## config.mk

```make
export PLATFORM = sky130hd
export DESIGN_NAME = batchCounter
export DESIGN_NICKNAME = d
export VERILOG_FILES = /design/src/hdl/batchPkg.sv /design/src/hdl/batchCounter.sv
export VERILOG_INCLUDE_DIRS = /design/src /design/src/hdl
export SDC_FILE = /design/constraint.sdc
export NUM_CORES = 1
export LEC_CHECK = 0
export BUFFER_PORTS_ARGS = -buffer_cell sky130_fd_sc_hd__buf_2
export CAP_MARGIN = 20
export CORE_MARGIN = 4
export CORE_UTILIZATION = 52
export CTS_CLUSTER_SIZE = 28
export DETAILED_ROUTE_END_ITERATION = 10
export GPL_ROUTABILITY_DRIVEN = 0
export PLACE_DENSITY_LB_ADDON = 0.3
export SETUP_SLACK_MARGIN = 0.4
export SKIP_CTS_REPAIR_TIMING = 1
export SLEW_MARGIN = 10
export SYNTH_ARGS = -nofsm -noshare
export SYNTH_HDL_FRONTEND = slang
export SYNTH_SLANG_ARGS = --single-unit
```

## constraint.sdc

```tcl
create_clock -name clkDS -period 2.1 [get_ports clkDS]
set_clock_uncertainty 0.1 [all_clocks]
set_input_delay 0.21 -clock clkDS [delete_from_list [all_inputs] [get_ports clkDS]]
set_output_delay 0.21 -clock clkDS [all_outputs]
set_load 0.05 [all_outputs]
```

## src/hdl/batch_cfg.svh

```systemverilog
`ifndef BATCH_CFG_SVH
`define BATCH_CFG_SVH

// Channels and control vector
`define NUM_CHAN 2
`define CTRL_W 2

// Steps per batch, one bank holds one batch
`define BATCH_DEPTH 8

// Signed fixed point
`define COEF_W 24
`define FRAC_W 16

// Credits each side starts with
`define CREDIT_MAX 4

`endif

```

## src/hdl/batchPkg.sv

```systemverilog
`default_nettype none

`include "batch_cfg.svh"

package batchPkg;

    typedef logic signed [`COEF_W-1:0] fixT;

    typedef struct packed {
        fixT re;
        fixT im;
    } cplxT;

    typedef logic [`CTRL_W-1:0] ctrlT;

    typedef struct packed {
        fixT fwd;
        fixT bwd;
    } partT;

    typedef logic [$clog2(`BATCH_DEPTH)-1:0] idxT;
    typedef logic [1:0] bankT;

    // res* fields trail the step by two accepted steps
    typedef struct packed {
        idxT fwdIdx;
        idxT revIdx;
        bankT writeBank;
        bankT laBank;
        bankT calcBank;
        idxT resIdx;
        idxT resRevIdx;
        logic resBank;
    } stepT;

    typedef enum logic [1:0] {
        seqIdle,
        seqFill,
        seqRun,
        seqStall
    } seqStateT;

    function automatic cplxT mkCplx(int re, int im);
        cplxT val;
        val.re = fixT'(re);
        val.im = fixT'(im);
        return val;
    endfunction

    // Full product, then arithmetic shift and truncate
    function automatic fixT fixMul(fixT a, fixT b);
        logic signed [2*`COEF_W-1:0] prod;
        prod = a * b;
        return fixT'(prod >>> `FRAC_W);
    endfunction

    // Raw values scaled by 2**FRAC_W
    localparam cplxT Lf [`NUM_CHAN] = '{mkCplx(58982, 13107), mkCplx(55706, -19661)};
    localparam cplxT Lb [`NUM_CHAN] = '{mkCplx(58982, -13107), mkCplx(55706, 19661)};

    localparam cplxT Ff [`NUM_CHAN][`CTRL_W] = '{
        '{mkCplx(3277, -1638), mkCplx(1966, 2621)},
        '{mkCplx(-2621, 1311), mkCplx(4588, 655)}
    };
    localparam cplxT Fb [`NUM_CHAN][`CTRL_W] = '{
        '{mkCplx(3277, 1638), mkCplx(1966, -2621)},
        '{mkCplx(-2621, -1311), mkCplx(4588, -655)}
    };

    localparam cplxT Wf [`NUM_CHAN] = '{mkCplx(32768, -9830), mkCplx(26214, 6554)};
    localparam cplxT Wb [`NUM_CHAN] = '{mkCplx(32768, 9830), mkCplx(26214, -6554)};

endpackage

`default_nettype wire

```

## src/hdl/batchCounter.sv

```systemverilog
`default_nettype none

`include "batch_cfg.svh"

module batchCounter (
    input logic clkDS,
    input logic rst,
    input logic stepEn,
    output batchPkg::stepT step,
    output logic batchEnd
);
    import batchPkg::*;

    bankT idleBank;
    idxT d1Idx;
    idxT d1Rev;
    logic d1Bank;

    assign batchEnd = (step.fwdIdx == idxT'(`BATCH_DEPTH - 1));

    always_ff @(posedge clkDS) begin
        if (!rst) begin
            step.fwdIdx <= '0;
            step.revIdx <= idxT'(`BATCH_DEPTH - 1);
            step.writeBank <= 2'd0;
            step.laBank <= 2'd3;
            idleBank <= 2'd2;
            step.calcBank <= 2'd1;
            d1Idx <= '0;
            d1Rev <= '0;
            d1Bank <= 1'b0;
            step.resIdx <= '0;
            step.resRevIdx <= '0;
            step.resBank <= 1'b0;
        end else if (stepEn) begin
            // Result buffer addressing, two steps behind
            d1Idx <= step.fwdIdx;
            d1Rev <= step.revIdx;
            d1Bank <= step.writeBank[0];
            step.resIdx <= d1Idx;
            step.resRevIdx <= d1Rev;
            step.resBank <= d1Bank;

            if (batchEnd) begin
                step.fwdIdx <= '0;
                step.revIdx <= idxT'(`BATCH_DEPTH - 1);
                // Roles move write -> lookahead -> idle -> calc
                step.writeBank <= step.writeBank + 2'd1;
                step.laBank <= step.writeBank;
                idleBank <= step.laBank;
                step.calcBank <= idleBank;
            end else begin
                step.fwdIdx <= step.fwdIdx + 1'b1;
                step.revIdx <= step.revIdx - 1'b1;
            end
        end
    end

endmodule

`default_nettype wire

```

==> results of run 1 <==
-- layer usage --
metal | up-vias | share of wire, %
li1 | 419 | -
met1 | 392 | 44
met2 | 13 | 50
met3 | 4 | 3.3
met4 | 0 | 2.7
met5 | - | 0
-- cells in the mapped netlist, drive strengths merged --
| cell | count |
|---|---|
| buf | 6 |
| a22oi | 1 |
| a21boi | 3 |
| nand3 | 4 |
| clkbuf | 1 |
| nand2b | 3 |
| and4b | 1 |
| nand2 | 1 |
| a21bo | 4 |
| and3b | 2 |
| o21ai | 3 |
| inv | 3 |
| or3b | 1 |
| ha | 4 |
| a21oi | 5 |
| mux2i | 16 |
| nor2b | 1 |
| dfxtp | 28 |
| nand3b | 2 |
| nor2 | 17 |
| a311o | 3 |
-- sequential cells by signal, indices dropped and copies added, names as in the netlist --
name / cells
step: 19
d1Rev: 3
d1Idx: 3
d1Bank: 1
idleBank: 2
-- worst max-delay path: stages (launching register included) --
cell and delay, ps:
dfxtp_2 380, ha_1 190, ha_2 210, buf_4 200
-- area by class of cell --
type	instances	area share, %
Sequential cell	28	43.7
Multi-Input combinational cell	71	41.2
Timing Repair Buffer	24	9.87
Tap cell	27	2.61
Clock buffer	3	1.74
Inverter	3	0.871
-- cells in the final DEF, fill, tap and decap left out --
master     n
nand3b_1   2
nand2_1    1
a21bo_2    4
a311o_1    3
buf_4      3
and3b_2    1
dfxtp_2    3
dfxtp_1   25
a21oi_1    5
and3b_1    1
nor2_1    17
a22oi_1    1
nand3_1    3
o21ai_0    3
inv_1      2
and4b_1    1
ha_1       2
inv_2      1
mux2i_1   16
a21boi_0   3
buf_2     21
nand3_4    1
ha_2       2
nand2b_1   3
or3b_1     1
clkbuf_4   3
nor2b_1    1
-- through the flow --
step	utilization (%)	hold slack, ps	worst slack [ps]
global route	63.3	48.3	404
detailed placement	61.9	376	383
CTS	63.1	26.3	352
global placement	61.9	361	444
finish	63.3	33.0	487
floorplan	-	182	463
-- power by group through the flow --
stage | registers (mW) | clock network, mW | logic [mW]
after CTS | 0.559 | 0.221 | 0.105
after detailed placement | 0.571 | 0 | 0.105
final | 0.559 | 0.210 | 0.103
after global placement | 0.570 | 0 | 0.101
after floorplan | 0.603 | 0 | 0.0556
after global routing | 0.562 | 0.232 | 0.113
-- logic make-up after synthesis --
group | share of synthesized area, %
fa+ha+maj | 4.28
buf+inv | 6.95
flops | 47.9
compound gates | 12.0
simple gates | 15.2
mux | 13.7
-- path summary, 6_finish.rpt --
check / end / cells after the start / start / slack [ps]
worst min-delay path: step[9]$_SDFFE_PN1P_ / 2 / rst / 30
worst max register to register: idleBank[1]$_SDFFE_PN1P_ / 4 / step[16]$_SDFFE_PN0P_ / 510
worst max-delay path: batchEnd / 3 / step[16]$_SDFFE_PN0P_ / 490
worst min register to register: step[8]$_SDFFE_PN0P_ / 2 / idleBank[1]$_SDFFE_PN1P_ / 400
==> results.md, run 1 <==
- Arrival time at the worst endpoint: 1300 ps
- Final setup fails: 0
- Worst EP required: 1790 ps
- Cell Area, Placed: 1260 um^2
- RSZ-0062 raised after global routing: false
- Multi-input logic area: 533 um^2
- Clk pin slew, worst setup/hold paths: 130 ps
- Synthesis-stage register bit count: 28
- Die width: 55.4 um
- Global Route Usage Sum: 14.3%
- Port buffer count: 22
- Antenna-violating nets left: 0
- Routed len/inst: 12.8 um
- Total placed cells including tap cells: 153
- Number of I/O pins: 23
- # fillers: 186
- # Max-Cap Violations: 0
- Syn avg cell area: 10.7 um^2
- DR vias: 828
- Nets: 138
- Post-synth top area cell: dfxtp_1
- Met3 usage: 2.56%
- GRT Max-Usage Layer: met2
- Global-route wire length before repair: 3.57 mm
- Grt ovf: 0
- Crit path kind: flip-flop to output port
- Vias in the first global route: 817
- Fin cells: 156
- Worst setup SP type: flip-flop
- DR iter-0 viols: 11
- Leak: 0.610 nW
- Power share of the combinational group: 11.9%
- Starting Density: 57.3%
- Initial antenna violation count: 0
- Max Freq: 620 MHz
- Storage cell area: 564 um^2
- CP Max Fanout: 5
- Clk root buf: clkbuf_4
- Final hold violation count: 0
- Min-Delay Path Class: primary input to flip-flop
- CTS max path bufs: 2
- Row count: 16
- Register area share after synthesis: 47.9%
- Netlist cell types: 28
- DIE HEIGHT: 55.4 um
- Worst Setup End Kind: output port
- Clock group share of total power: 24.1%
- TNS Setup: 0 ps
- Sw power: 225 uW
- Pwr dens: 675 nW/um^2
- H-tree levels: 1
- Later-pin clock latency in the skew report: 320 ps
- Internal: 647 uW
- Dpl hpwl: 1.42 mm
- Crit path time final: 1610 ps
- GR Util met1: 16.6%
- Share of cells above drive strength 1: 30.2%
- Period utilization: 76.8%
- Largest net degree at the start of global routing: 24
- Yosys warnings: 0
- DRC Markers: 0
- Relative slew slack: 71.7%
- Pre-Repair DR Iteration Count: 4
- Ant diodes: 0
- Outcome: finished clean
- Layout Area Growth over Synthesis: 10.5%
- Synth Net Count: 116
- Switch share: 25.8%
- Worst vdd ir: 0.000507 V
- Total Power: 872 uW
- Synth top area share: 47.9%
- Final Max Tran Viols: 0
- Post-Synthesis Cells: 109
- Finished Cell Area: 1290 um^2
- Clk sink count: 28
- Total wire length: 2.00 mm
- Total core area: 2040 um^2
- Flop pwr share: 64.1%
- Mapped Area: 1170 um^2
- Via density: 5.31
- Top post-synthesis cells by area: dfxtp_1 (48%), mux2i_1 (14%), nor2_1 (5.5%)
- Worst-margin pin slew: 425 ps
- CTS tree: yes
- TritonCTS Buffers: 3
- Die Area: 3070 um^2
- Met2 usage: 24.0%
Power figures use the tool's default switching activity.
==> run 2, diff against run 1 <==
- ABC_AREA: unset -> 1
- CORE_UTILIZATION: 52 -> 46
- clock period: 2.1 -> 1.3 ns (I/O delays scaled with it)
==> results.md, run 2 <==
- Layout Area Growth over Synthesis: 63.6% (was 10.5%)
- Top flop regs: step (19), d1Idx (3), d1Rev (3) (unchanged)
- Crit path kind: flip-flop to flip-flop (was flip-flop to output port)
- FFs w/ async S/R, synth: 0% (unchanged)
- Post-synth top area cell: dfxtp_1 (unchanged)
- Initial antenna violation count: 0 (unchanged)
- CP Max Fanout: 8 (was 5)
- Pre-Repair DR Iteration Count: 4 (unchanged)
- Die width: 55.3 um (was 55.4 um)
- TritonCTS Buffers: 3 (unchanged)
- Leak: 0.728 nW (was 0.610 nW)
- Crit path time final: 1420 ps
- Largest net degree at the start of global routing: 18 (was 24)
- Syn avg cell area: 8.10 um^2 (was 10.7 um^2)
- Total placed cells including tap cells: 173 (was 153)
- Synth Net Count: 134 (was 116)
- Netlist cell types: 17 (was 28)
- Reg2reg path depth: 7 (was 4)
- Post-Synthesis Cells: 127 (was 109)
- Dpl hpwl: 1.56 mm (was 1.42 mm)
- Pwr dens: 1050 nW/um^2 (was 675 nW/um^2)
- Cell with the most instances after synthesis: nor2_1 (was dfxtp_1)
- Slowest-stage cell, CP: dfxtp_4 (was dfxtp_2)
- Min-Delay Path Class: primary input to flip-flop (unchanged)
- Period utilization: 109%
- DR iter-0 viols: 26 (was 11)
- Post-synthesis compound-gate area fraction: 12.4% (was 12.0%)
- Simple-gate portion of the synthesized area: 23.1% (was 15.2%)
- Final setup fails: 9 (was 0)
- Global Route Usage Sum: 14.8% (was 14.3%)
- H-tree levels: 1 (unchanged)
- CTS max path bufs: 2 (unchanged)
- Mapped Area: 1030 um^2 (was 1170 um^2)
- Area share of fa/ha/maj cells after synthesis: 4.87% (was 4.28%)
- Hold path cells: 3 (was 2)
- Worst setup SP type: flip-flop (unchanged)
- Reg with most FFs: step (unchanged)
- Clk sink count: 28 (unchanged)
- Main combinational cell family by area after synthesis: simple AND/OR/NAND/NOR gates (unchanged)
- Vias in the first global route: 856 (was 817)
- CTS tree: yes (unchanged)
- Total core area: 2040 um^2 (unchanged)
- Later-pin clock latency in the skew report: 330 ps (was 320 ps)
- Row count: 16 (unchanged)
- Outcome: finished with violations (was finished clean)
- Commonest non-fill, non-tap cell in the layout: nor2_1 (was dfxtp_1)
- Worst-margin pin slew: 318 ps (was 425 ps)
- DR vias: 996 (was 828)
- Hold slack: 9.39 ps (was 33.0 ps)
- Arrival time at the worst endpoint: 1540 ps (was 1300 ps)
- Multi-input logic area: 539 um^2 (was 533 um^2)
- Yosys warnings: 0 (unchanged)
- Clk pin slew, worst setup/hold paths: 150 ps (was 130 ps)
- Final Max Tran Viols: 0 (unchanged)
- Synthesis-stage register bit count: 28 (unchanged)
- Worst setup margin: -118 ps (was 487 ps)
- Clk root buf: clkbuf_4 (unchanged)
- Final hold violation count: 0 (unchanged)
- Via density: 5.30 (was 5.31)
- DRC Markers: 0 (unchanged)
- CP Depth: 7 (was 3)
- Nets: 169 (was 138)
- Most frequent cells in the layout: nor2_1 (27), buf_8 (20), nand2_1 (15), o21ai_0 (12) (was dfxtp_1 (25), buf_2 (21), nor2_1 (17), mux2i_1 (16), a21oi_1 (5))
- Worst vdd ir: 0.000819 V (was 0.000507 V)
- # fillers: 118 (was 186)
- Die Area: 3060 um^2 (was 3070 um^2)
- Worst Setup End Kind: flip-flop (was output port)
- Starting Density: 50.4% (was 57.3%)
- Failing checks: negative setup slack
- Routed len/inst: 15.0 um (was 12.8 um)
- Storage cell area: 604 um^2 (was 564 um^2)
- Number of I/O pins: 23 (unchanged)
- Max Freq: 705 MHz
- Worst EP required: 1420 ps (was 1790 ps)
- Max FFs per register: 19 (unchanged)
- Share of cells above drive strength 1: 49.7% (was 30.2%)
- Post-synthesis xor/xnor area fraction: 0% (unchanged)
- Post-synth EDFFs: 0 (unchanged)
- Main synth FF type: dfxtp_1 (unchanged)
- Ant diodes: 0 (unchanged)
- Commonest cells post-synth: nor2_1 (32), dfxtp_1 (28), nand2_1 (20), o21ai_0 (15) (was dfxtp_1 (28), nor2_1 (17), mux2i_1 (16), a21oi_1 (5))
- CP dominant cell by count: ha_4
- CP delay by family, top: flip-flops (was adder cells)
- Crit path buffers/inverters: 2 (was 1)
- Register area share after synthesis: 54.5% (was 47.9%)
- Top post-synthesis cells by area: dfxtp_1 (55%), nor2_1 (12%), nand2_1 (7.3%) (was dfxtp_1 (48%), mux2i_1 (14%), nor2_1 (5.5%))
- Global-route wire length before repair: 3.77 mm (was 3.57 mm)
- Relative slew slack: 78.8% (was 71.7%)
- Port buffer count: 22 (unchanged)
- # Max-Cap Violations: 0 (unchanged)
- Fin cells: 188 (was 156)
- Total wire length: 2.82 mm (was 2.00 mm)
- Critical-path cell list: ha_4, buf_4, ha_4, nand2_8, inv_8, nand2_2, nand3_1 (was ha_1, ha_2, buf_4)
- CP peak stage delay: 390 ps (was 380 ps)
- Antenna-violating nets left: 0 (unchanged)
- RSZ-0062 raised after global routing: true (was false)
- Synth top area share: 54.5% (was 47.9%)
- Grt ovf: 0 (unchanged)
- Mux cell area share after synthesis: 0% (was 13.7%)
- DIE HEIGHT: 55.3 um (was 55.4 um)
## run 2: cell types whose count changed in the layout (fill, tap and decap cells not counted), moves of 9 or more
cell / delta
mux2i_1: -16
o21ai_0: +9
buf_2: -19
nand2_1: +14
nor2_1: +10
dfxtp_1: -16
buf_8: +20
## run 2: worst paths after layout
check	start	endpoint	slack, ps
worst max-delay path	step[16]$_SDFFE_PN0P_	idleBank[1]$_SDFFE_PN1P_	-120
worst min-delay path	rst	step[16]$_SDFFE_PN0P_	9
worst max register to register	step[16]$_SDFFE_PN0P_	idleBank[1]$_SDFFE_PN1P_	-120
worst min register to register	d1Idx[2]$_SDFFE_PN0P_	step[6]$_SDFFE_PN0P_	390
## run 2: report_power, final
part / switching (mW) / internal, mW / leakage (nW)
clock network: 0.262 / 0.235 / 0.0261
registers: 0.0362 / 0.895 / 0.235
logic: 0.199 / 0.134 / 0.467
## run 2: per-layer routing
metal  global-route usage (%)  part of all wire [%]  vias to the layer above
met5                        0                     0                        -
met4                     4.17                  0.36                        0
met3                     3.03                   4.1                        2
met2                     26.7                    57                       31
met1                     17.5                    38                      484
li1                         -                     -                      479
## run 2: cell type report
class / count / share of cell area (%)
clock buffer: 4 / 2.83
inverter: 7 / 2.01
multi-input combinational: 87 / 32.0
sequential: 28 / 35.9
tap: 27 / 2.01
timing repair buffer: 35 / 25.2
## run 2: kinds of logic (layout without fill, tap and decap cells)
kind of cell	count (synthesis)	after routing
buffers and inverters	12	46
flip-flops	28	28
AND/OR/NAND/NOR	59	59
AO/OA/AOI/OAI	24	24
adder cells (fa/ha/maj)	4	4
## run 2: per-stage QoR
| step | worst slack [ps] | total power [mW] | cell area (um^2) | utilization [%] | setup TNS [ps] |
|---|---|---|---|---|---|
| 2_1_floorplan | 46.1 | 1.13 | 1120 | - | 0 |
| 3_3_place_gp | 125 | 1.19 | 1260 | 61.8 | 0 |
| 3_5_place_dp | 75.6 | 1.19 | 1260 | 61.8 | 0 |
| 4_1_cts | -214 | 1.68 | 1310 | 64.1 | -215 |
| 5_1_grt | -146 | 1.83 | 1680 | 82.4 | -1030 |
| 6_report | -118 | 1.76 | 1680 | 82.4 | -579 |
## run 2: worst reg2reg max path, delay by kind of cell (launching register included)
kind                       cells  cell delay (ps)
DFF                            1              390
and+or+nand+nor                3              270
buffers and inverters          2              200
adders and majority gates      2              370
