## config.mk

```make
export PLATFORM = sky130hd
export DESIGN_NAME = batchBuffer
export DESIGN_NICKNAME = d
export VERILOG_FILES = /design/src/hdl/batchBuffer.sv
export VERILOG_INCLUDE_DIRS = /design/src /design/src/hdl
export SDC_FILE = /design/constraint.sdc
export NUM_CORES = 1
export LEC_CHECK = 0
export ABC_AREA = 1
export ABC_CLOCK_PERIOD_IN_PS = 1290
export BUFFER_PORTS_ARGS = -buffer_cell sky130_fd_sc_hd__buf_2
export CAP_MARGIN = 20
export CELL_PAD_IN_SITES_DETAIL_PLACEMENT = 0
export CELL_PAD_IN_SITES_GLOBAL_PLACEMENT = 1
export CORE_MARGIN = 8
export CORE_UTILIZATION = 42
export DETAILED_ROUTE_END_ITERATION = 7
export PLACE_DENSITY = 0.76
export SETUP_SLACK_MARGIN = 0.5
export SYNTH_ARGS = -nofsm -noshare
export SYNTH_HDL_FRONTEND = slang
export SYNTH_SLANG_ARGS = --single-unit
```

## constraint.sdc

```tcl
create_clock -name clkDS -period 1.29 [get_ports clkDS]
set_input_delay 0.1935 -clock clkDS [delete_from_list [all_inputs] [get_ports clkDS]]
set_output_delay 0.1935 -clock clkDS [all_outputs]
set_load 0.01 [all_outputs]
```

## src/hdl/batch_cfg.svh

```systemverilog
`ifndef BATCH_CFG_SVH
`define BATCH_CFG_SVH

// Channels and control vector
`define NUM_CHAN 2
`define CTRL_W 2

// Steps per batch, one bank holds one batch
`define BATCH_DEPTH 8

// Signed fixed point
`define COEF_W 24
`define FRAC_W 16

// Credits each side starts with
`define CREDIT_MAX 4

`endif

```

## src/hdl/batchBuffer.sv

```systemverilog
`default_nettype none

`include "batch_cfg.svh"

module batchBuffer #(
    parameter type payloadT = logic,
    parameter int NUM_BANKS = 4,
    localparam int IDX_W = $clog2(`BATCH_DEPTH),
    localparam int ADDR_W = $clog2(NUM_BANKS) + IDX_W
) (
    input logic clkDS,
    input logic wrEn,
    input logic [ADDR_W-1:0] wrAddr,
    input payloadT wrData,
    input logic [ADDR_W-1:0] rdAddrA,
    input logic [ADDR_W-1:0] rdAddrB,
    input logic [ADDR_W-1:0] rdAddrC,
    output payloadT rdDataA,
    output payloadT rdDataB,
    output payloadT rdDataC
);

    // Address is {bank, index}
    localparam int WORDS = NUM_BANKS << IDX_W;

    payloadT mem [WORDS];

    always_ff @(posedge clkDS) begin
        if (wrEn) begin
            mem[wrAddr] <= wrData;
        end
    end

    // Reads run every cycle, addresses only move on a step
    always_ff @(posedge clkDS) begin
        rdDataA <= mem[rdAddrA];
        rdDataB <= mem[rdAddrB];
        rdDataC <= mem[rdAddrC];
    end

endmodule

`default_nettype wire

```

==> results of run 1 <==
-- power groups by stage --
stage               Sequential [mW]  Combinational, mW  Clock [mW]
floorplan                      1.30              0.286           0
global placement               1.30              0.410           0
detailed placement             1.30              0.406           0
CTS                            1.28              0.420       0.790
global route                   1.28              0.475       0.833
finish                         1.28              0.419       0.772
-- flip-flops by register name, indices dropped and copies added, names as in the netlist --
signal	count
mem	32
rdDataA	1
rdDataB	1
rdDataC	1
-- Yosys cell counts --
| library cell | n |
|---|---|
| nor2_1 | 32 |
| dfxtp_1 | 3 |
| inv_1 | 14 |
| nand3_1 | 84 |
| buf_6 | 9 |
| buf_2 | 3 |
| inv_6 | 3 |
| nand2_1 | 135 |
| inv_2 | 3 |
| edfxtp_1 | 32 |
-- repair_timing --
action	in CTS	in global routing
pin swaps	30	10
setup endpoints to repair	6	9
setup buffers	0	0
gates cloned	0	0
gates resized for setup	8	3
endpoints found under the hold margin	0	0
-- layer usage --
layer	track usage	part of all wire	up-vias
met1	0.219	0.47	962
li1	-	-	1090
met4	0.0650	0.018	0
met5	0	0	-
met3	0.0300	0.056	11
met2	0.267	0.46	63
-- tightest hold or removal path: cells and delay by family --
kind / cells / cell delay, ns
buffers and inverters: 1 / 0.09
and+or+nand+nor: 2 / 0.10
-- worst paths after layout --
kind / start / endpoint / slack, ns / depth (start not counted)
max: mem[19] / rdDataC / 0.21 / 8
max reg2reg: mem[19] / rdDataC / 0.21 / 8
min: rdAddrB[4] / rdDataB / 0.11 / 3
min reg2reg: mem[24] / rdDataA / 0.85 / 8
-- final cells by class --
class | instances | area (sq um) | share of cell area
clock buffers | 5 | 68.8 | 0.0265
clock inverters | 3 | 15.0 | 0.00579
inverters | 20 | 90.1 | 0.0347
multi-input cells | 251 | 1130 | 0.435
flip-flops and latches | 35 | 1020 | 0.394
well taps | 70 | 87.6 | 0.0338
repair buffers | 30 | 181 | 0.0699
-- cells by family after synthesis --
family	share of synthesized area
AND/OR/NAND/NOR	0.460
buffers and inverters	0.0908
flip-flops	0.449
-- per-stage QoR --
stage          cell area, sq um  hold slack (ns)  power (mW)  std cells
2_1_floorplan              2350            0.292        1.59        318
3_3_place_gp               2460            0.409        1.71        406
3_5_place_dp               2460            0.410        1.71        406
4_1_cts                    2580            0.103        2.49        414
5_1_grt                    2590            0.125        2.59        414
6_report                   2590            0.114        2.47        414
==> qor.csv, run 1 <==
metric,value,unit
maximum vdd drop,0.558,mV
Synth area leader,edfxtp_1,
post-synth cell types,10,
total core area,0.00517,sq mm
Inserted Clock Buffers,5,
crit path launch type,flip-flop,
CTS tree,done,
crit-path cells,nand2_1 -> nand3_1 -> nand3_2 -> nand2_1 -> nand2_1 -> nand2_1 -> nand2_1 -> nand2_1,
"commonest non-fill, non-tap cell in the layout",nand2_1,
post-synthesis register bit count,35,
Static Leak,1.13,nW
global-route wire length before repair,10.0,mm
clk_lat worst skew,0.29,ns
top cell family by delay on the critical path,simple AND/OR/NAND/NOR gates,
Final nets,366,
Hold Buf Count CTS,0,
Tmin final,1.08,ns
Yosys warnings,0,
outcome,"finished, final reports clean",
final setup margin,0.213,ns
CP max stage delay,0.44,ns
critical path class,flip-flop to flip-flop,
Final Max Slew Viols,0,
IO buf count,25,
Syn Inst Count,318,
# diodes,0,
drt first-iter violations,118,
Post-Syn Area,0.00227,sq mm
vias in the first global route,2027,
crit share post-route,0.835,
RSZ-0062 raised after global routing,yes,
Via density,5.14,
Syn Nets,341,
Total GRT Usage,0.168,
max_cap viols,0,
final WL,6.16,mm
most frequent cells in the layout,"nand2_1, nand3_1, edfxtp_1, nor2_1, buf_2",
crit end category,flip-flop,
sequential share of power,0.517,
I/O pins,26,
Clock transition at path regs,0.08,ns
number of core rows,26,
crit-path max FO,3,
Worst-Margin Slew,0.439,ns
worst hold path type,primary input to flip-flop,
routed len/inst,14.9,microns
top cell type's share of synthesized area,0.422,
clock skew,0.00944,ns
Via Count,2126,
Max clock buf depth,2,
filler instances,531,
sw frac,0.280,
H-tree levels,2,
sw power,692,uW
f_max,928,MHz
full die area,0.00803,sq mm
clock sink total,35,
Die W,89.6,microns
Critical Path RT,1.47,ns
largest net degree at the start of global routing,33,
clock power share,0.313,
most frequent CP cell,nand2_1,
combinational share of power,0.170,
root buf cell,clkbuf_8,
"Seq/Total Area, Yosys",0.449,
Avg Inst Size Synth,7.15,sq um
Buf/Inv on CP,0,
P&R area growth vs syn,14.1,%
DP Wirelength,4.75,mm
max_slew headroom,0.708,
Finished Core Util,0.502,
top post-synthesis cells by area,"edfxtp_1, nand2_1, nand3_1, nor2_1, buf_6",
Fin. Hold Viols,0,
critical path arrival,1.26,ns
initial antenna violation count,0,
drc violations,0,
Post-DRT Antenna Nets,0,
Starting Density,0.440,
Die Y,89.6,microns
slowest CP cell,edfxtp_1,
placer congestion estimate,0.857,
router iterations before antenna repair,4,
pwr dens,951,mW/mm^2
share of cells above drive strength 1,0.189,
final setup vio count,0,
Int Pwr,1.78,mW
post-place setup slack,0.0926,ns
TNS Setup,0,ns
gr ovfl total,0,
(Power assumes the default switching activity.)
==> run 2: changes to the inputs <==
Settings changed: ABC_CLOCK_PERIOD_IN_PS 1290 to 1000.
Clock period 1.29 ns to 1 ns, I/O delays scaled along.
==> run 2 against run 1 <==
The run now ends with setup timing left. Non-clock buffer count increased by 5. Register-to-register slack got worse by 0.30 ns. Global-route usage up 0.47 points. Total power rose by 38%. Sequential share of layout area is 6.9 points lower. Routed wire length grew 2.0%. First-iteration DRC count grew 21%. Cell count rose by 1.2%. Fmax fell by 1.2%. Sequential cell count did not move. Largest cell class unchanged.
==> qor.csv, run 2 (synthesis results as in run 1) <==
metric,value,unit,change
H-tree levels,2,,unchanged
FF-to-FF Start,mem[23],,was mem[19]
Final nets,371,,was 366
Fin. Hold Viols,0,,unchanged
sw frac,0.291,,was 0.280
outcome,finished with violations,,"was finished, final reports clean"
I/O pins,26,,unchanged
Finished Core Util,0.609,,was 0.502
Max clock buf depth,2,,unchanged
Worst-Margin Slew,0.277,ns,was 0.439 ns
max_slew headroom,0.815,,was 0.708
largest net degree at the start of global routing,33,,unchanged
worst hold path type,primary input to flip-flop,,unchanged
RSZ-0062 raised after global routing,yes,,unchanged
Tmin final,1.09,ns,was 1.08 ns
crit-path max FO,3,,unchanged
Critical Path RT,1.19,ns,was 1.47 ns
crit end category,flip-flop,,unchanged
R2R Path End,rdDataB,,was rdDataC
full die area,0.00803,sq mm,unchanged
most frequent cells in the layout,"nand2_1, nand3_1, edfxtp_1",,"was nand2_1, nand3_1, edfxtp_1, nor2_1, buf_2"
Setup crit start,mem[23],,was mem[19]
P&R area growth vs syn,38.4,%,was 14.1%
CTS tree,done,,unchanged
Via Count,2111,,was 2126
Clock transition at path regs,0.08,ns,about the same
Reg2Reg Setup Slack,-0.09,ns,was 0.21 ns
drt first-iter violations,143,,was 118
post-place setup slack,-0.110,ns,was 0.0926 ns
total core area,0.00517,sq mm,unchanged
DP Wirelength,4.88,mm,was 4.75 mm
max reg flops,32,,unchanged
max_cap viols,0,,unchanged
sequential share of power,0.484,,was 0.517
cell area after layout,0.00315,sq mm,was 0.00259 sq mm
Total GRT Usage,0.172,,was 0.168
placer congestion estimate,0.839,,was 0.857
combinational share of power,0.221,,was 0.170
initial antenna violation count,0,,unchanged
Post-DRT Antenna Nets,0,,unchanged
Starting Density,0.440,,unchanged
Final Max Slew Viols,0,,unchanged
Inserted Clock Buffers,5,,unchanged
clock sink total,35,,unchanged
footprint of the multi-input gates,0.00144,sq mm,was 0.00113 sq mm
Hold Buf Count CTS,0,,unchanged
# diodes,0,,unchanged
IO buf count,25,,unchanged
critical path arrival,1.28,ns,was 1.26 ns
vias in the first global route,2073,,was 2027
Worst Setup EP,rdDataB,,was rdDataC
root buf cell,clkbuf_8,,unchanged
crit path launch type,flip-flop,,unchanged
"commonest non-fill, non-tap cell in the layout",nand2_1,,unchanged
critical path class,flip-flop to flip-flop,,unchanged
f_max,917,MHz,was 928 MHz
global-route wire length before repair,10.4,mm,was 10.0 mm
router iterations before antenna repair,4,,unchanged
Static Leak,1.26,nW,was 1.13 nW
pwr dens,1080,mW/mm^2,was 951 mW/mm^2
final WL,6.28,mm,was 6.16 mm
number of core rows,26,,unchanged
crit share post-route,1.09,,was 0.835
drc violations,0,,unchanged
Int Pwr,2.41,mW,was 1.78 mW
placed cell areas,0.00272,sq mm,was 0.00246 sq mm
total power,3.40,mW,was 2.47 mW
final setup margin,-0.0900,ns,was 0.213 ns
path depth of the worst reg2reg path,8,,unchanged
gr ovfl total,0,,unchanged
filler instances,465,,was 531
maximum vdd drop,0.826,mV,was 0.558 mV
Die W,89.6,microns,unchanged
clock skew,0.0124,ns,was 0.00944 ns
clk_lat worst skew,0.29,ns,about the same
final setup vio count,3,,was 0
Biggest register,mem,,unchanged
Reg area,0.00102,sq mm,unchanged
clock power share,0.296,,was 0.313
share of cells above drive strength 1,0.335,,was 0.189
Via density,5.04,,was 5.14
Die Y,89.6,microns,unchanged
routed len/inst,15.0,microns,was 14.9 microns
failing checks,setup timing,,
sw power,990,uW,was 692 uW
==> run 2: timing repair <==
| action | in CTS | in global routing |
|---|---|---|
| resized for setup | 63 | 29 |
| endpoints found under the setup margin | 38 | 70 |
| setup buffers | 0 | 0 |
| pin swaps | 38 | 43 |
==> run 2: per-stage QoR <==
stage | TNS [ns] | cells | hold slack [ns]
6_report | -0.248 | 419 | 0.0747
5_1_grt | -0.434 | 419 | 0.0644
4_1_cts | -0.207 | 419 | 0.0672
3_5_place_dp | -1.27 | 411 | 0.366
3_3_place_gp | -0.973 | 411 | 0.363
2_1_floorplan | 0 | 318 | 0.249
==> run 2: cell type report <==
class	count	area share
clock buffers	6	0.0230
clock inverters	2	0.00397
inverters	20	0.0532
multi-input cells	251	0.458
flip-flops and latches	35	0.325
well taps	70	0.0278
repair buffers	35	0.109
==> run 2: critical path, cell delays in order (launching register included) <==
cell,delay [ns]
edfxtp_1,0.44
nand2_1,0.11
nand3_1,0.08
nand3_2,0.10
nand2_1,0.07
nand2_1,0.06
nand2_1,0.05
nand2_1,0.05
nand2_1,0.04
==> run 2: power by group through the flow <==
stage | Clock, mW | Sequential (mW) | Combinational (mW)
2_1_floorplan | 0 | 1.68 | 0.402
3_3_place_gp | 0 | 1.68 | 0.640
3_5_place_dp | 0 | 1.68 | 0.638
4_1_cts | 1.03 | 1.64 | 0.709
5_1_grt | 1.11 | 1.65 | 0.822
6_report | 1.00 | 1.65 | 0.750
==> run 2: worst min path at each step <==
| stage | startpoint | end | slack, ns | cells past startpoint |
|---|---|---|---|---|
| after floorplan | wrData | mem[0] | 0.25 | 0 |
| after global placement | rdAddrB[4] | rdDataB | 0.36 | 3 |
| after detailed placement | rdAddrC[4] | rdDataC | 0.37 | 3 |
| after CTS | rdAddrB[4] | rdDataB | 0.07 | 3 |
| after global routing | rdAddrB[4] | rdDataB | 0.06 | 3 |
| final | rdAddrB[4] | rdDataB | 0.07 | 3 |
==> run 2: metal layers <==
metal	track usage	part of all wire	vias to the layer above
met2	0.277	0.49	49
met3	0.0309	0.044	6
li1	-	-	1104
met1	0.221	0.45	952
met4	0.0740	0.015	0
met5	0	0	-
==> run 3: changes to the inputs <==
Settings changed: BUFFER_PORTS_ARGS -buffer_cell sky130_fd_sc_hd__buf_2 to default, CORE_UTILIZATION 42 to 46, DONT_BUFFER_PORTS from default to 1, GPL_TIMING_DRIVEN from default to 0.
==> run 3 against run 2 <==
The flow finishes with violations (hold timing, setup timing). Combinational power is 32% lower. Via count is 0.81% lower. Utilization is 2.7 points lower. Cell count is 6.2% lower. Design area is 12% lower. Sequential cell count stayed put. Sequential power hardly changed. Routed wire length is 1.9% lower. Sequential share of layout area is 4.6 points higher. Die area is 7.2% lower. Register-to-register slack worse by 0.02 ns. First-iteration DRC count is 9.8% higher. Critical path type unchanged.
==> qor.csv, run 3 (synthesis results as in run 1) <==
metric,value,unit,change
root buf cell,clkbuf_8,,unchanged
final WL,6.16,mm,was 6.28 mm
Tmin final,1.11,ns,was 1.09 ns
Fin. Hold Viols,35,,was 0
most frequent CP cell,nand2_1,,unchanged
"commonest non-fill, non-tap cell in the layout",nand2_1,,unchanged
Final Non-Filler Cells,393,,was 419
Die Y,86.3,microns,was 89.6 microns
critical path arrival,1.31,ns,was 1.28 ns
initial antenna violation count,0,,unchanged
max_cap viols,0,,unchanged
Clock transition at path regs,0.09,ns,was 0.08 ns
placer congestion estimate,0.863,,was 0.839
DP Wirelength,4.68,mm,was 4.88 mm
critical path class,flip-flop to flip-flop,,unchanged
clk_lat worst skew,0.30,ns,was 0.29 ns
Starting Density,0.478,,was 0.440
clock skew,0.0152,ns,was 0.0124 ns
crit end category,flip-flop,,unchanged
Static Leak,1.13,nW,was 1.26 nW
max reg flops,32,,unchanged
Inserted Clock Buffers,5,,unchanged
top cell family by delay on the critical path,simple AND/OR/NAND/NOR gates,,unchanged
gr ovfl total,0,,unchanged
Buf/Inv on CP,0,,unchanged
CP max stage delay,0.43,ns,was 0.44 ns
Max clock buf depth,2,,unchanged
maximum vdd drop,0.952,mV,was 0.826 mV
Int Pwr,2.66,mW,was 2.41 mW
Via density,5.33,,was 5.04
Worst-Margin Slew,0.205,ns,was 0.277 ns
final setup vio count,3,,unchanged
sequential share of power,0.466,,was 0.484
pwr dens,1290,mW/mm^2,was 1080 mW/mm^2
clock power share,0.391,,was 0.296
sw power,903,uW,was 990 uW
router iterations before antenna repair,5,,was 4
WHS,-0.0590,ns,was 0.0747 ns
Die W,86.3,microns,was 89.6 microns
CTS tree,done,,unchanged
outcome,finished with violations,,unchanged
Final Max Slew Viols,0,,unchanged
crit-path max FO,3,,unchanged
P&R area growth vs syn,21.7,%,was 38.4%
Total GRT Usage,0.170,,was 0.172
share of cells above drive strength 1,0.172,,was 0.335
Final nets,348,,was 371
vias in the first global route,1959,,was 2073
clock sink total,35,,unchanged
Critical Path RT,1.20,ns,was 1.19 ns
dpl cells,385,,was 411
post-place setup slack,-0.127,ns,was -0.110 ns
max_slew headroom,0.863,,was 0.815
most frequent cells in the layout,"nand2_1, nand3_1, edfxtp_1, nor2_1, nand3_4",,"was nand2_1, nand3_1, edfxtp_1"
sw frac,0.254,,was 0.291
Post-DRT Antenna Nets,0,,unchanged
global-route wire length before repair,9.69,mm,was 10.4 mm
final setup margin,-0.106,ns,was -0.0900 ns
I/O pins,26,,unchanged
H-tree levels,2,,unchanged
slowest CP cell,edfxtp_1,,unchanged
full die area,0.00745,sq mm,was 0.00803 sq mm
setup bufs post-CTS,0,,unchanged
drt first-iter violations,157,,was 143
combinational share of power,0.143,,was 0.221
crit path launch type,flip-flop,,unchanged
number of core rows,25,,was 26
total core area,0.00475,sq mm,was 0.00517 sq mm
crit share post-route,1.11,,was 1.09
total power,3.56,mW,was 3.40 mW
RSZ-0062 raised after global routing,yes,,unchanged
f_max,904,MHz,was 917 MHz
Via Count,2094,,was 2111
failing checks,"hold timing, setup timing",,was setup timing
drc violations,0,,unchanged
# diodes,0,,unchanged
largest net degree at the start of global routing,33,,unchanged
routed len/inst,15.7,microns,was 15.0 microns
worst hold path type,primary input to flip-flop,,unchanged
Biggest register,mem,,unchanged
IO buf count,0,,was 25
crit-path cells,nand2_1 -> nand3_1 -> nand3_1 -> nand2_1 -> nand2_1 -> nand2_1 -> nand2_1 -> nand2_1,,was nand2_1 -> nand3_1 -> nand3_2 -> nand2_1 -> nand2_1 -> nand2_1 -> nand2_1 -> nand2_1
-- run 3: cell count changes in the layout (fill, tap and decap cells not counted), sizes merged --
cell,delta
clkinvlp,-1
buf,-22
clkinv,-1
inv,+1
clkbuf,-1
bufinv,+1
-- run 3: worst paths after layout --
kind,slack (ns),from,depth (start not counted),end
max reg2reg,-0.11,mem[4],8,rdDataA
min,-0.06,wrData,0,mem[23]
min reg2reg,0.84,mem[2],8,rdDataB
max,-0.11,mem[4],8,rdDataA
-- run 3: cell type report --
| cell class | instances | area [sq um] |
|---|---|---|
| plain buffers | 12 | 128 |
| flip-flops and latches | 35 | 1020 |
| multi-input cells | 251 | 1240 |
| inverters | 20 | 168 |
| clock inverters | 2 | 38.8 |
| clock buffers | 6 | 82.6 |
| well taps | 67 | 83.8 |
| fillers | 450 | 1990 |
-- run 3: metrics by stage --
stage               setup TNS [ns]  area [sq um]  utilization
floorplan                        0          2510            -
global placement            -0.299          2600        0.546
detailed placement          -0.317          2600        0.546
CTS                         -0.285          2740        0.577
global route                -0.565          2770        0.582
finish                      -0.261          2770        0.582
-- run 3: layer usage --
layer	track usage	wire, microns	vias up
met5	0	0	-
met4	0.0673	134	0
met3	0.0435	412	13
met2	0.276	2920	67
met1	0.209	2700	953
li1	-	-	1061
-- run 3: power groups by stage --
stage	Sequential, mW	Clock (mW)	Combinational (mW)
2_1_floorplan	1.68	0	0.402
3_3_place_gp	1.69	0	0.495
3_5_place_dp	1.69	0	0.496
4_1_cts	1.66	1.39	0.502
5_1_grt	1.66	1.45	0.570
6_report	1.66	1.39	0.508
-- run 3: what timing repair did --
action / CTS / global route
endpoints found under the setup margin: 6 / 7
gates resized for setup: 6 / 7
endpoints found under the hold margin: 35 / 35
pin swaps: 4 / 4
