--- src/hdl/batch_cfg.svh ---
`ifndef BATCH_CFG_SVH
`define BATCH_CFG_SVH

// Channels and control vector
`define NUM_CHAN 2
`define CTRL_W 2

// Steps per batch, one bank holds one batch
`define BATCH_DEPTH 8

// Signed fixed point
`define COEF_W 24
`define FRAC_W 16

// Credits each side starts with
`define CREDIT_MAX 4

`endif

--- src/hdl/batchPkg.sv ---
`default_nettype none

`include "batch_cfg.svh"

package batchPkg;

    typedef logic signed [`COEF_W-1:0] fixT;

    typedef struct packed {
        fixT re;
        fixT im;
    } cplxT;

    typedef logic [`CTRL_W-1:0] ctrlT;

    typedef struct packed {
        fixT fwd;
        fixT bwd;
    } partT;

    typedef logic [$clog2(`BATCH_DEPTH)-1:0] idxT;
    typedef logic [1:0] bankT;

    // res* fields trail the step by two accepted steps
    typedef struct packed {
        idxT fwdIdx;
        idxT revIdx;
        bankT writeBank;
        bankT laBank;
        bankT calcBank;
        idxT resIdx;
        idxT resRevIdx;
        logic resBank;
    } stepT;

    typedef enum logic [1:0] {
        seqIdle,
        seqFill,
        seqRun,
        seqStall
    } seqStateT;

    function automatic cplxT mkCplx(int re, int im);
        cplxT val;
        val.re = fixT'(re);
        val.im = fixT'(im);
        return val;
    endfunction

    // Full product, then arithmetic shift and truncate
    function automatic fixT fixMul(fixT a, fixT b);
        logic signed [2*`COEF_W-1:0] prod;
        prod = a * b;
        return fixT'(prod >>> `FRAC_W);
    endfunction

    // Raw values scaled by 2**FRAC_W
    localparam cplxT Lf [`NUM_CHAN] = '{mkCplx(58982, 13107), mkCplx(55706, -19661)};
    localparam cplxT Lb [`NUM_CHAN] = '{mkCplx(58982, -13107), mkCplx(55706, 19661)};

    localparam cplxT Ff [`NUM_CHAN][`CTRL_W] = '{
        '{mkCplx(3277, -1638), mkCplx(1966, 2621)},
        '{mkCplx(-2621, 1311), mkCplx(4588, 655)}
    };
    localparam cplxT Fb [`NUM_CHAN][`CTRL_W] = '{
        '{mkCplx(3277, 1638), mkCplx(1966, -2621)},
        '{mkCplx(-2621, -1311), mkCplx(4588, -655)}
    };

    localparam cplxT Wf [`NUM_CHAN] = '{mkCplx(32768, -9830), mkCplx(26214, 6554)};
    localparam cplxT Wb [`NUM_CHAN] = '{mkCplx(32768, 9830), mkCplx(26214, -6554)};

endpackage

`default_nettype wire

--- src/hdl/batchSequencer.sv ---
`default_nettype none

`include "batch_cfg.svh"

module batchSequencer (
    input logic clkDS,
    input logic rst,
    input logic inValid,
    input logic outCredit,
    input logic batchEnd,
    output logic stepEn,
    output logic inCredit,
    output logic outValid,
    output logic laReset,
    output logic primed
);
    import batchPkg::*;

    // Forward pass starts from zero on this step, first sample of batch 0
    localparam int PRIME_AT = 3 * `BATCH_DEPTH;
    // Estimate for step k leaves on step k + 4*BATCH_DEPTH + 2
    localparam int LIVE_AT = 4 * `BATCH_DEPTH + 2;
    localparam int CNT_W = $clog2(LIVE_AT);
    localparam int CRED_W = $clog2(`CREDIT_MAX + 1);

    seqStateT state;
    logic [CNT_W-1:0] fillCnt;
    logic [CRED_W-1:0] outCnt;
    logic live;
    logic spend;

    assign live = (state == seqRun) || (state == seqStall);

    // inCredit marks the settle cycle after a step, so buffer reads catch up
    assign stepEn = inValid && !inCredit && (!live || (outCnt != '0));
    assign spend = stepEn && live;

    always_ff @(posedge clkDS) begin
        if (!rst) begin
            state <= seqIdle;
            fillCnt <= '0;
            outCnt <= CRED_W'(`CREDIT_MAX);
            inCredit <= 1'b0;
            outValid <= 1'b0;
            laReset <= 1'b1;
            primed <= 1'b0;
        end else begin
            inCredit <= stepEn;
            outValid <= spend;
            if (stepEn) begin
                laReset <= batchEnd;
            end
            if (stepEn && (fillCnt == CNT_W'(PRIME_AT))) begin
                primed <= 1'b1;
            end

            case (state)
                seqIdle: begin
                    if (stepEn) begin
                        fillCnt <= fillCnt + 1'b1;
                        state <= seqFill;
                    end
                end
                seqFill: begin
                    if (stepEn) begin
                        fillCnt <= fillCnt + 1'b1;
                        if (fillCnt == CNT_W'(LIVE_AT - 1)) begin
                            state <= seqRun;
                        end
                    end
                end
                seqRun: begin
                    // Blocked by missing input or credit
                    if (!stepEn && !inCredit) begin
                        state <= seqStall;
                    end
                end
                seqStall: begin
                    if (stepEn) begin
                        state <= seqRun;
                    end
                end
                default: state <= seqIdle;
            endcase

            if (outCredit && !spend) begin
                outCnt <= outCnt + 1'b1;
            end else if (!outCredit && spend) begin
                outCnt <= outCnt - 1'b1;
            end
        end
    end

endmodule

`default_nettype wire

--- config.mk ---
export PLATFORM = sky130hd
export DESIGN_NAME = batchSequencer
export DESIGN_NICKNAME = d
export VERILOG_FILES = /design/src/hdl/batchPkg.sv /design/src/hdl/batchSequencer.sv
export VERILOG_INCLUDE_DIRS = /design/src /design/src/hdl
export SDC_FILE = /design/constraint.sdc
export NUM_CORES = 1
export LEC_CHECK = 0
export BUFFER_PORTS_ARGS = -buffer_cell sky130_fd_sc_hd__buf_2
export CORE_MARGIN = 1.5
export CORE_UTILIZATION = 53
export CTS_CLUSTER_SIZE = 25
export DETAILED_ROUTE_END_ITERATION = 8
export PLACE_DENSITY = 0.72
export SKIP_CTS_REPAIR_TIMING = 1
export SLEW_MARGIN = 20
export SYNTH_ARGS = -nofsm -noshare
export SYNTH_HDL_FRONTEND = slang
export SYNTH_SLANG_ARGS = --single-unit
--- constraint.sdc ---
create_clock -name clkDS -period 2.3 [get_ports clkDS]
set_input_delay 0.115 -clock clkDS [delete_from_list [all_inputs] [get_ports clkDS]]
set_output_delay 0.115 -clock clkDS [all_outputs]
set_load 0.01 [all_outputs]
==> flow_summary.ini, run 1 <==
[status]
status = finished clean

[detailed_routing]
vias = 577
post-route-drc-count = 0
first_iter_violations = 21
wl_per_cell_um = 13.94
ant_nets = 0
avgViaCountPerCell = 5.713
firstDrtPassIters = 4
routed_wl_mm = 1.408

[global_routing]
grt_overflow = 0
grt_max_degree = 11
grt_pass1_wl_mm = 2.152
grtUsageTotal_pct = 21.05
grt_pass1_vias = 477
antenna_found_initial = 0

[worst_hold_path]
hold_path_class = in2reg
whs_path_depth = 2
hold-path-endpoint = outCnt[2]$_SDFFE_PN1P_
hold_start = rst

[place]
gp_congestion = 0.7494
hpwl_mm = 1.035
dpl_cell_area_sq_um = 780.7
port_buffers = 9
preCtsSetupSlack_ns = 0.08245
placed_cells = 97

[critical_path]
crit_slowest_cell = fa_1
worstPathRequired_ns = 2.54
startpoint_type = flop
timing.rr.end = outCnt[2]$_SDFFE_PN1P_
reg2reg_from = outCnt[1]$_SDFFE_PN0P_
cp.arrival_ns = 2.34
rrSetupSlack_ns = 0.20
worstPathMaxFanout = 5
end_kind = flop
rr_worst_depth = 9
critPathKind = reg2reg
cpPeakStageDelay_ns = 0.39
path_cells = nor4b_4 -> nor2_1 -> nand2_1 -> ha_1 -> inv_1 -> fa_1 -> xor2_1 -> or3_1 -> nand3_1

[sta]
rsz0062_at_grt = false
post-route-worst-setup-slack_ns = 0.2003
hold-worst-slack_ns = 0.08226
slew_violations = 0
final.setup.tns_ns = 0
max-slew-margin-rel_pct = 68.95
fin_crit_sh_pct = 91.29
worst_pin_slew_ns = 0.4648
finalSetupViolCount = 0
finalHoldViolCount = 0
fmax_ghz = 0.4763
fin_skew_ns = 0.002802
min_period_ns = 2.100

[yosys]
synth-seq-cells = 15
synthArstFlopShare_pct = 0
syn_area_per_cell_sq_um = 9.807
synth_most_common_cell = dfxtp_1
synth.distinct_cells = 33
netlist_top_cells_count = dfxtp_1 (15), o21ai_0 (6), nor2_1 (5)
synth_ff_type = dfxtp_1
synth_edf_count = 0
synth_warnings = 0
synthTopCellsByArea = dfxtp_1 (41%), ha_1 (6.9%), o21ai_0 (4.1%), fa_1 (2.8%), mux2i_1 (2.8%)
syn-num-nets = 84
synth_largest_area_cell = dfxtp_1
yosysSeqAreaShare_pct = 41.38
synth_area_sq_um = 725.7
syn_inst = 74
synth.top_cell.area_share_pct = 41.38

[power]
leakage_nw = 0.3369
powerDensity_nw_per_um2 = 632.5
peakVddDrop_mv = 0.3542
p_total_mw = 0.5175

[clock_tree]
clkTransAtPathRegs_ns = 0.10
cts_sinks = 15
htreeDepth = 1
insertion_delay_ns = 0.29
root_buffer = clkbuf_4
numCtsBuffers = 3
cts_tree = done
clock_path_buffers = 2

[cells_and_area]
antenna_cells = 0
nets = 97
drive_gt1_share_pct = 24.42
syn2layout_area_growth_pct = 12.76
stdcell_count = 101
final_core_util_pct = 63.68
postLayoutCellArea_sq_um = 818.3

[die]
dieArea_sq_um = 1600
die_w_um = 40.01
rows = 13
start_util_pct = 56.48
ios = 10
core_area_sq_um = 1285
die_h_um = 40.01

[job]
max-cap-violations = 0
## critical path, delay by kind of cell, from the launching register on
| family | cells | cell delay, ns |
|---|---|---|
| simple gates | 5 | 0.88 |
| flops | 1 | 0.38 |
| xor+xnor | 1 | 0.16 |
| buf+inv | 1 | 0.07 |
| fa+ha+maj | 2 | 0.56 |
## power by group
part	total (mW)	switching, mW	internal (mW)	leakage, nW
logic	0.0683	0.0359	0.0324	0.196
clock network	0.156	0.0914	0.0647	0.0177
registers	0.293	0.0189	0.274	0.123
## final cells by class
cell class,count,area (sq um)
clock buffers,3,22.52
multi-input cells,52,399.1
clock inverters,1,5.005
repair buffers,10,52.55
well taps,15,18.77
fillers,112,466.7
inverters,5,18.77
flip-flops and latches,15,301.5
## flip-flops by register name (all words and copies together), names as in the netlist
signal and flops:
outValid 1, fillCnt 6, primed 1, inCredit 1, laReset 1, state 2
outCnt 3
## kinds of logic after synthesis
logic type | after synthesis | synth area share (%)
AOI/OAI and AO/OA | 14 | 11.90
xor gates and xnor gates | 4 | 4.828
adders and majority gates | 5 | 9.656
buffers and inverters | 7 | 4.826
DFF | 15 | 41.38
muxes | 2 | 2.759
and+or+nand+nor | 27 | 24.66
## worst max-delay path by stage
| stage | end | start | slack (ns) | depth (start not counted) |
|---|---|---|---|---|
| after floorplan | outCnt[2]$_SDFFE_PN1P_ | outCnt[0]$_SDFFE_PN0P_ | 0.20 | 9 |
| after CTS | outCnt[2]$_SDFFE_PN1P_ | state[1]$_SDFFE_PN0P_ | 0.08 | 9 |
| after global routing | outCnt[2]$_SDFFE_PN1P_ | outCnt[1]$_SDFFE_PN0P_ | 0.04 | 9 |
| final | outCnt[2]$_SDFFE_PN1P_ | outCnt[1]$_SDFFE_PN0P_ | 0.20 | 9 |
| after detailed placement | outCnt[2]$_SDFFE_PN1P_ | state[1]$_SDFFE_PN0P_ | 0.08 | 9 |
| after global placement | outCnt[2]$_SDFFE_PN1P_ | state[1]$_SDFFE_PN0P_ | 0.21 | 9 |
## layer usage
layer | vias to the layer above | GRT usage (%) | part of all wire, %
li1 | 288 | - | -
met1 | 262 | 28.57 | 47
met2 | 22 | 32.26 | 46
met3 | 5 | 3.333 | 4.7
met4 | 0 | 10.34 | 2.1
met5 | - | 0 | 0
## cell usage in the layout (no fill, tap or decap), drive strengths merged, types with 2 or more instances in the layout
cell / Yosys / routed
nand4b: 2 / 2
nand2b: 2 / 2
clkinv: 1 / 2
ha: 4 / 4
or3: 2 / 2
xor2: 2 / 2
nor2: 5 / 5
buf: 2 / 10
inv: 4 / 4
mux2i: 2 / 2
o311ai: 2 / 2
and3: 2 / 2
a21oi: 3 / 3
nand2: 4 / 4
nor3: 2 / 2
dfxtp: 15 / 15
xnor2: 2 / 2
clkbuf: 0 / 3
o21ai: 6 / 6
Note: power is estimated with default switching activity, not from simulation.
==> run 2, diff against run 1 <==
--- a/config.mk
+++ b/config.mk
@@ -12,6 +12,7 @@
 export CTS_CLUSTER_SIZE = 25
 export DETAILED_ROUTE_END_ITERATION = 8
 export PLACE_DENSITY = 0.72
+export REMOVE_ABC_BUFFERS = 1
 export SKIP_CTS_REPAIR_TIMING = 1
 export SLEW_MARGIN = 20
 export SYNTH_ARGS = -nofsm -noshare
==> flow_summary.ini, run 2 (same netlist as run 1, synthesis figures left out) <==
[cells_and_area]
syn2layout_area_growth_pct = 13.45
multi_input_area_sq_um = 399.1
drive_gt1_share_pct = 22.99
reg.largest.list = fillCnt x6, outCnt x3, state x2
layout_commonest_cell = dfxtp_1
final_cell_mix = dfxtp_1 (15), buf_2 (9), o21ai_0 (6)
final_core_util_pct = 64.07
n_fill_cell = 113
regMostFlops = fillCnt
regArea_sq_um = 300.3
antenna_cells = 0
nets = 98
largest_register_ffs = 6

[global_routing]
grtUsageTotal_pct = 21.24
grt_pass1_wl_mm = 2.201
grt_overflow = 0
grt_max_degree = 11
grt_pass1_vias = 515
antenna_found_initial = 0

[critical_path]
cpPeakStageDelay_ns = 0.39
crit_start = outCnt[0]$_SDFFE_PN0P_
end_kind = flop
worstPathMaxFanout = 5
path_cells = nor4b_4 -> nor2_1 -> nand2_1 -> ha_1 -> inv_1 -> fa_1 -> xor2_1 -> or3_1 -> nand3_1
critPathKind = reg2reg
rr_worst_depth = 9
worstPathRequired_ns = 2.52
cp.arrival_ns = 2.33
crit_end = outCnt[2]$_SDFFE_PN1P_
cp.depth = 9
startpoint_type = flop
rrSetupSlack_ns = 0.19
crit_buf_inv = 1
crit_family = simple AND/OR/NAND/NOR gates
crit_slowest_cell = fa_1
timing.rr.end = outCnt[2]$_SDFFE_PN1P_
reg2reg_from = outCnt[0]$_SDFFE_PN0P_

[clock_tree]
htreeDepth = 1
cts_tree = done
clock_path_buffers = 2
clkTransAtPathRegs_ns = 0.08
insertion_delay_ns = 0.27
cts_sinks = 15
numCtsBuffers = 3
root_buffer = clkbuf_4

[sta]
fmax_ghz = 0.4746
slew_violations = 0
finalSetupViolCount = 0
fin_skew_ns = 0.001510
rsz0062_at_grt = false
max-slew-margin-rel_pct = 69.84
final.setup.tns_ns = 0
finalHoldViolCount = 0
min_period_ns = 2.107
fin_crit_sh_pct = 91.62
worst_pin_slew_ns = 0.4514

[place]
hpwl_mm = 1.006
port_buffers = 9
gp_congestion = 0.7035

[power]
peakVddDrop_mv = 0.4253
combPwrFrac_pct = 13.4
leakage_nw = 0.3391
internal_power_mw = 0.3731
powerDensity_nw_per_um2 = 614.2
switching_share_pct = 26.22
switchingPower_mw = 0.1326
p_seq_share_pct = 57.7
pwr-share-clk_pct = 29.0

[die]
core_area_sq_um = 1285
start_util_pct = 56.48
die_h_um = 40.01
ios = 10
dieArea_sq_um = 1600
die_w_um = 40.01
rows = 13

[detailed_routing]
routed_wl_mm = 1.355
first_iter_violations = 7
firstDrtPassIters = 4
wl_per_cell_um = 13.28
ant_nets = 0
post-route-drc-count = 0
avgViaCountPerCell = 5.598
vias = 571

[status]
status = finished clean

[worst_hold_path]
hold_path_class = in2reg

[job]
max-cap-violations = 0
run 2: cell count changes in the layout (fill, tap and decap cells not counted), sizes merged:
cell / previous run / this run
clkinv: 2 / 1
clkbuf: 3 / 4
buf: 10 / 11
run 2: area by class of cell:
| cell class | count | share of cell area [%] |
|---|---|---|
| sequential | 15 | 36.47 |
| tap | 15 | 2.280 |
| inverter | 5 | 2.280 |
| timing repair buffer | 11 | 7.295 |
| multi-input combinational | 52 | 48.48 |
| clock buffer | 4 | 3.191 |
run 2: per-layer routing:
layer | GRT usage [%] | up-vias | routed length (um)
li1 | - | 289 | -
met1 | 27.68 | 271 | 648
met2 | 33.87 | 9 | 655
met3 | 3.333 | 2 | 38
met4 | 10.34 | 0 | 12
met5 | 0 | - | 0
run 2: worst register-to-register path, cell delays in order, from the launching register on:
cell and delay, ns:
dfxtp_1 0.37, nor4b_4 0.31, nor2_1 0.12, nand2_1 0.09, ha_1 0.19, inv_1 0.07, fa_1 0.39, xor2_1 0.16
or3_1 0.30, nand3_1 0.08
run 2: power groups by stage:
| stage | combinational, mW | clock, mW | sequential, mW |
|---|---|---|---|
| after floorplan | 0.0447 | 0 | 0.294 |
| after global placement | 0.0638 | 0 | 0.295 |
| after detailed placement | 0.0670 | 0 | 0.295 |
| after CTS | 0.0672 | 0.150 | 0.289 |
| after global routing | 0.0778 | 0.157 | 0.294 |
| final | 0.0675 | 0.147 | 0.292 |
run 2: per-stage QoR:
stage | area, sq um | setup slack, ns | power, mW | cells | hold slack, ns
global placement | 788.3 | 0.2554 | 0.3588 | 98 | 0.3851
global route | 823.3 | 0.04791 | 0.5290 | 102 | 0.1324
detailed placement | 788.3 | 0.2093 | 0.3619 | 98 | 0.3935
CTS | 814.5 | 0.1768 | 0.5060 | 102 | 0.1044
floorplan | 709.4 | 0.1979 | 0.3384 | 72 | 0.1868
finish | 823.3 | 0.1928 | 0.5056 | 102 | 0.1055
run 2: worst min-delay path by stage:
stage,start,to,cells after the start
6_report,rst,outCnt[2]$_SDFFE_PN1P_,2
5_1_grt,rst,outCnt[2]$_SDFFE_PN1P_,2
4_1_cts,rst,outCnt[2]$_SDFFE_PN1P_,2
3_5_place_dp,rst,outCnt[2]$_SDFFE_PN1P_,2
3_3_place_gp,rst,outCnt[2]$_SDFFE_PN1P_,2
2_1_floorplan,rst,outCnt[2]$_SDFFE_PN1P_,1
==> run 3, diff against run 2 <==
--- a/config.mk
+++ b/config.mk
@@ -8,10 +8,11 @@
 export LEC_CHECK = 0
 export BUFFER_PORTS_ARGS = -buffer_cell sky130_fd_sc_hd__buf_2
 export CORE_MARGIN = 1.5
-export CORE_UTILIZATION = 53
+export CORE_UTILIZATION = 48
 export CTS_CLUSTER_SIZE = 25
 export DETAILED_ROUTE_END_ITERATION = 8
-export PLACE_DENSITY = 0.72
+export HOLD_SLACK_MARGIN = 0.03
+export PLACE_DENSITY = 0.69
 export REMOVE_ABC_BUFFERS = 1
 export SKIP_CTS_REPAIR_TIMING = 1
 export SLEW_MARGIN = 20
==> constraint.sdc (replaced) <==
create_clock -name clkDS -period 1.8 [get_ports clkDS]
set_input_delay 0.09 -clock clkDS [delete_from_list [all_inputs] [get_ports clkDS]]
set_output_delay 0.09 -clock clkDS [all_outputs]
set_load 0.01 [all_outputs]
==> flow_summary.ini, run 3 (same netlist as run 1, synthesis figures left out) <==
[clock_tree]
cts_sinks = 15
htreeDepth = 1
numCtsBuffers = 3
insertion_delay_ns = 0.28
root_buffer = clkbuf_4
clock_path_buffers = 2
cts_tree = done
clkTransAtPathRegs_ns = 0.09

[die]
ios = 10
dieArea_sq_um = 1754
core_area_sq_um = 1350
start_util_pct = 53.75
die_w_um = 41.88
rows = 13
die_h_um = 41.88

[place]
gp_congestion = 0.7910
dpl_cell_area_sq_um = 833.3
port_buffers = 9
hpwl_mm = 1.068

[power]
switchingPower_mw = 0.1723
combPwrFrac_pct = 16.1
powerDensity_nw_per_um2 = 759.5
leakage_nw = 0.3666
internal_power_mw = 0.4920
p_seq_share_pct = 55.5
peakVddDrop_mv = 0.4014
pwr-share-clk_pct = 28.4
switching_share_pct = 25.93

[sta]
rsz0062_at_grt = true
finalSetupViolCount = 1
fin_skew_ns = 0.003128
post-route-worst-setup-slack_ns = -0.1430
hold-worst-slack_ns = 0.06928
fin_crit_sh_pct = 107.9
slew_violations = 0
worst_pin_slew_ns = 0.4376
final.setup.tns_ns = -0.1430
max-slew-margin-rel_pct = 70.77
min_period_ns = 1.943
fmax_ghz = 0.5147
finalHoldViolCount = 0

[global_routing]
grtUsageTotal_pct = 18.49
grt_overflow = 0
grt_pass1_wl_mm = 2.525
antenna_found_initial = 0
grt_max_degree = 11
grt_pass1_vias = 576

[critical_path]
startpoint_type = flop
critPathKind = reg2reg
worstPathRequired_ns = 2.03
cp.arrival_ns = 2.17
worstPathMaxFanout = 2
end_kind = flop

[cells_and_area]
reg.largest.list = fillCnt x6, outCnt x3, state x2
layout_commonest_cell = dfxtp_1
antenna_cells = 0
syn2layout_area_growth_pct = 20.52
largest_register_ffs = 6
final_cell_mix = dfxtp_1 (14), buf_2 (9), buf_4 (8)
drive_gt1_share_pct = 32.26
postLayoutCellArea_sq_um = 874.6
regMostFlops = fillCnt
nets = 104

[detailed_routing]
routed_wl_mm = 1.426
post-route-drc-count = 0
ant_nets = 0
firstDrtPassIters = 4
wl_per_cell_um = 13.20
vias = 602
avgViaCountPerCell = 5.574
first_iter_violations = 17

[status]
status = complete, but fails checks
violations = setup timing

[worst_hold_path]
hold_path_class = in2reg

[job]
max-cap-violations = 0
-- run 3: area by class of cell --
| cell class | count | area [sq um] |
|---|---|---|
| timing repair buffer | 17 | 105.1 |
| tap | 15 | 18.77 |
| fill | 119 | 475.5 |
| sequential | 15 | 301.5 |
| multi-input combinational | 52 | 404.1 |
| clock buffer | 4 | 26.28 |
| inverter | 5 | 18.77 |
-- run 3: worst max-delay path, stage by stage, from the launching register on --
cell and delay, ns:
dfxtp_2 0.34, nor4b_4 0.29, nor2_1 0.10, nand2_1 0.08, ha_2 0.19, inv_2 0.04
fa_2 0.32, xor2_1 0.15, or3_1 0.30, nand3_1 0.08
-- run 3: routing by layer --
layer	share of wire, %	routed length (um)	vias to the layer above	global-route usage, %
li1	-	-	302	-
met1	45	648	282	22.73
met2	48	681	14	30.63
met3	5.5	79	4	6.957
met4	1.2	17	0	3.871
met5	0	0	-	0
-- run 3: path summary, 6_finish.rpt --
kind / start / to / slack [ns] / cells after the start
max: outCnt[1]$_SDFFE_PN0P_ / outCnt[2]$_SDFFE_PN1P_ / -0.14 / 9
min: rst / outCnt[2]$_SDFFE_PN1P_ / 0.07 / 2
max reg2reg: outCnt[1]$_SDFFE_PN0P_ / outCnt[2]$_SDFFE_PN1P_ / -0.14 / 9
min reg2reg: primed$_SDFFE_PN0P_ / primed$_SDFFE_PN0P_ / 0.48 / 1
-- run 3: metrics by stage --
step	setup WS (ns)	utilization, %	power [mW]	instances
after floorplan	-0.3021	-	0.4323	72
after global placement	-0.1019	61.72	0.4745	104
after detailed placement	-0.1981	61.72	0.4767	104
after CTS	-0.2200	63.67	0.6655	108
after global routing	-0.2242	64.78	0.6981	108
final	-0.1430	64.78	0.6642	108
-- run 3: power by group through the flow --
stage               sequential, mW  clock [mW]  combinational [mW]
global placement             0.372           0               0.102
detailed placement           0.373           0               0.104
floorplan                    0.375           0              0.0571
global route                 0.371       0.206               0.121
CTS                          0.365       0.195               0.106
finish                       0.368       0.189               0.107
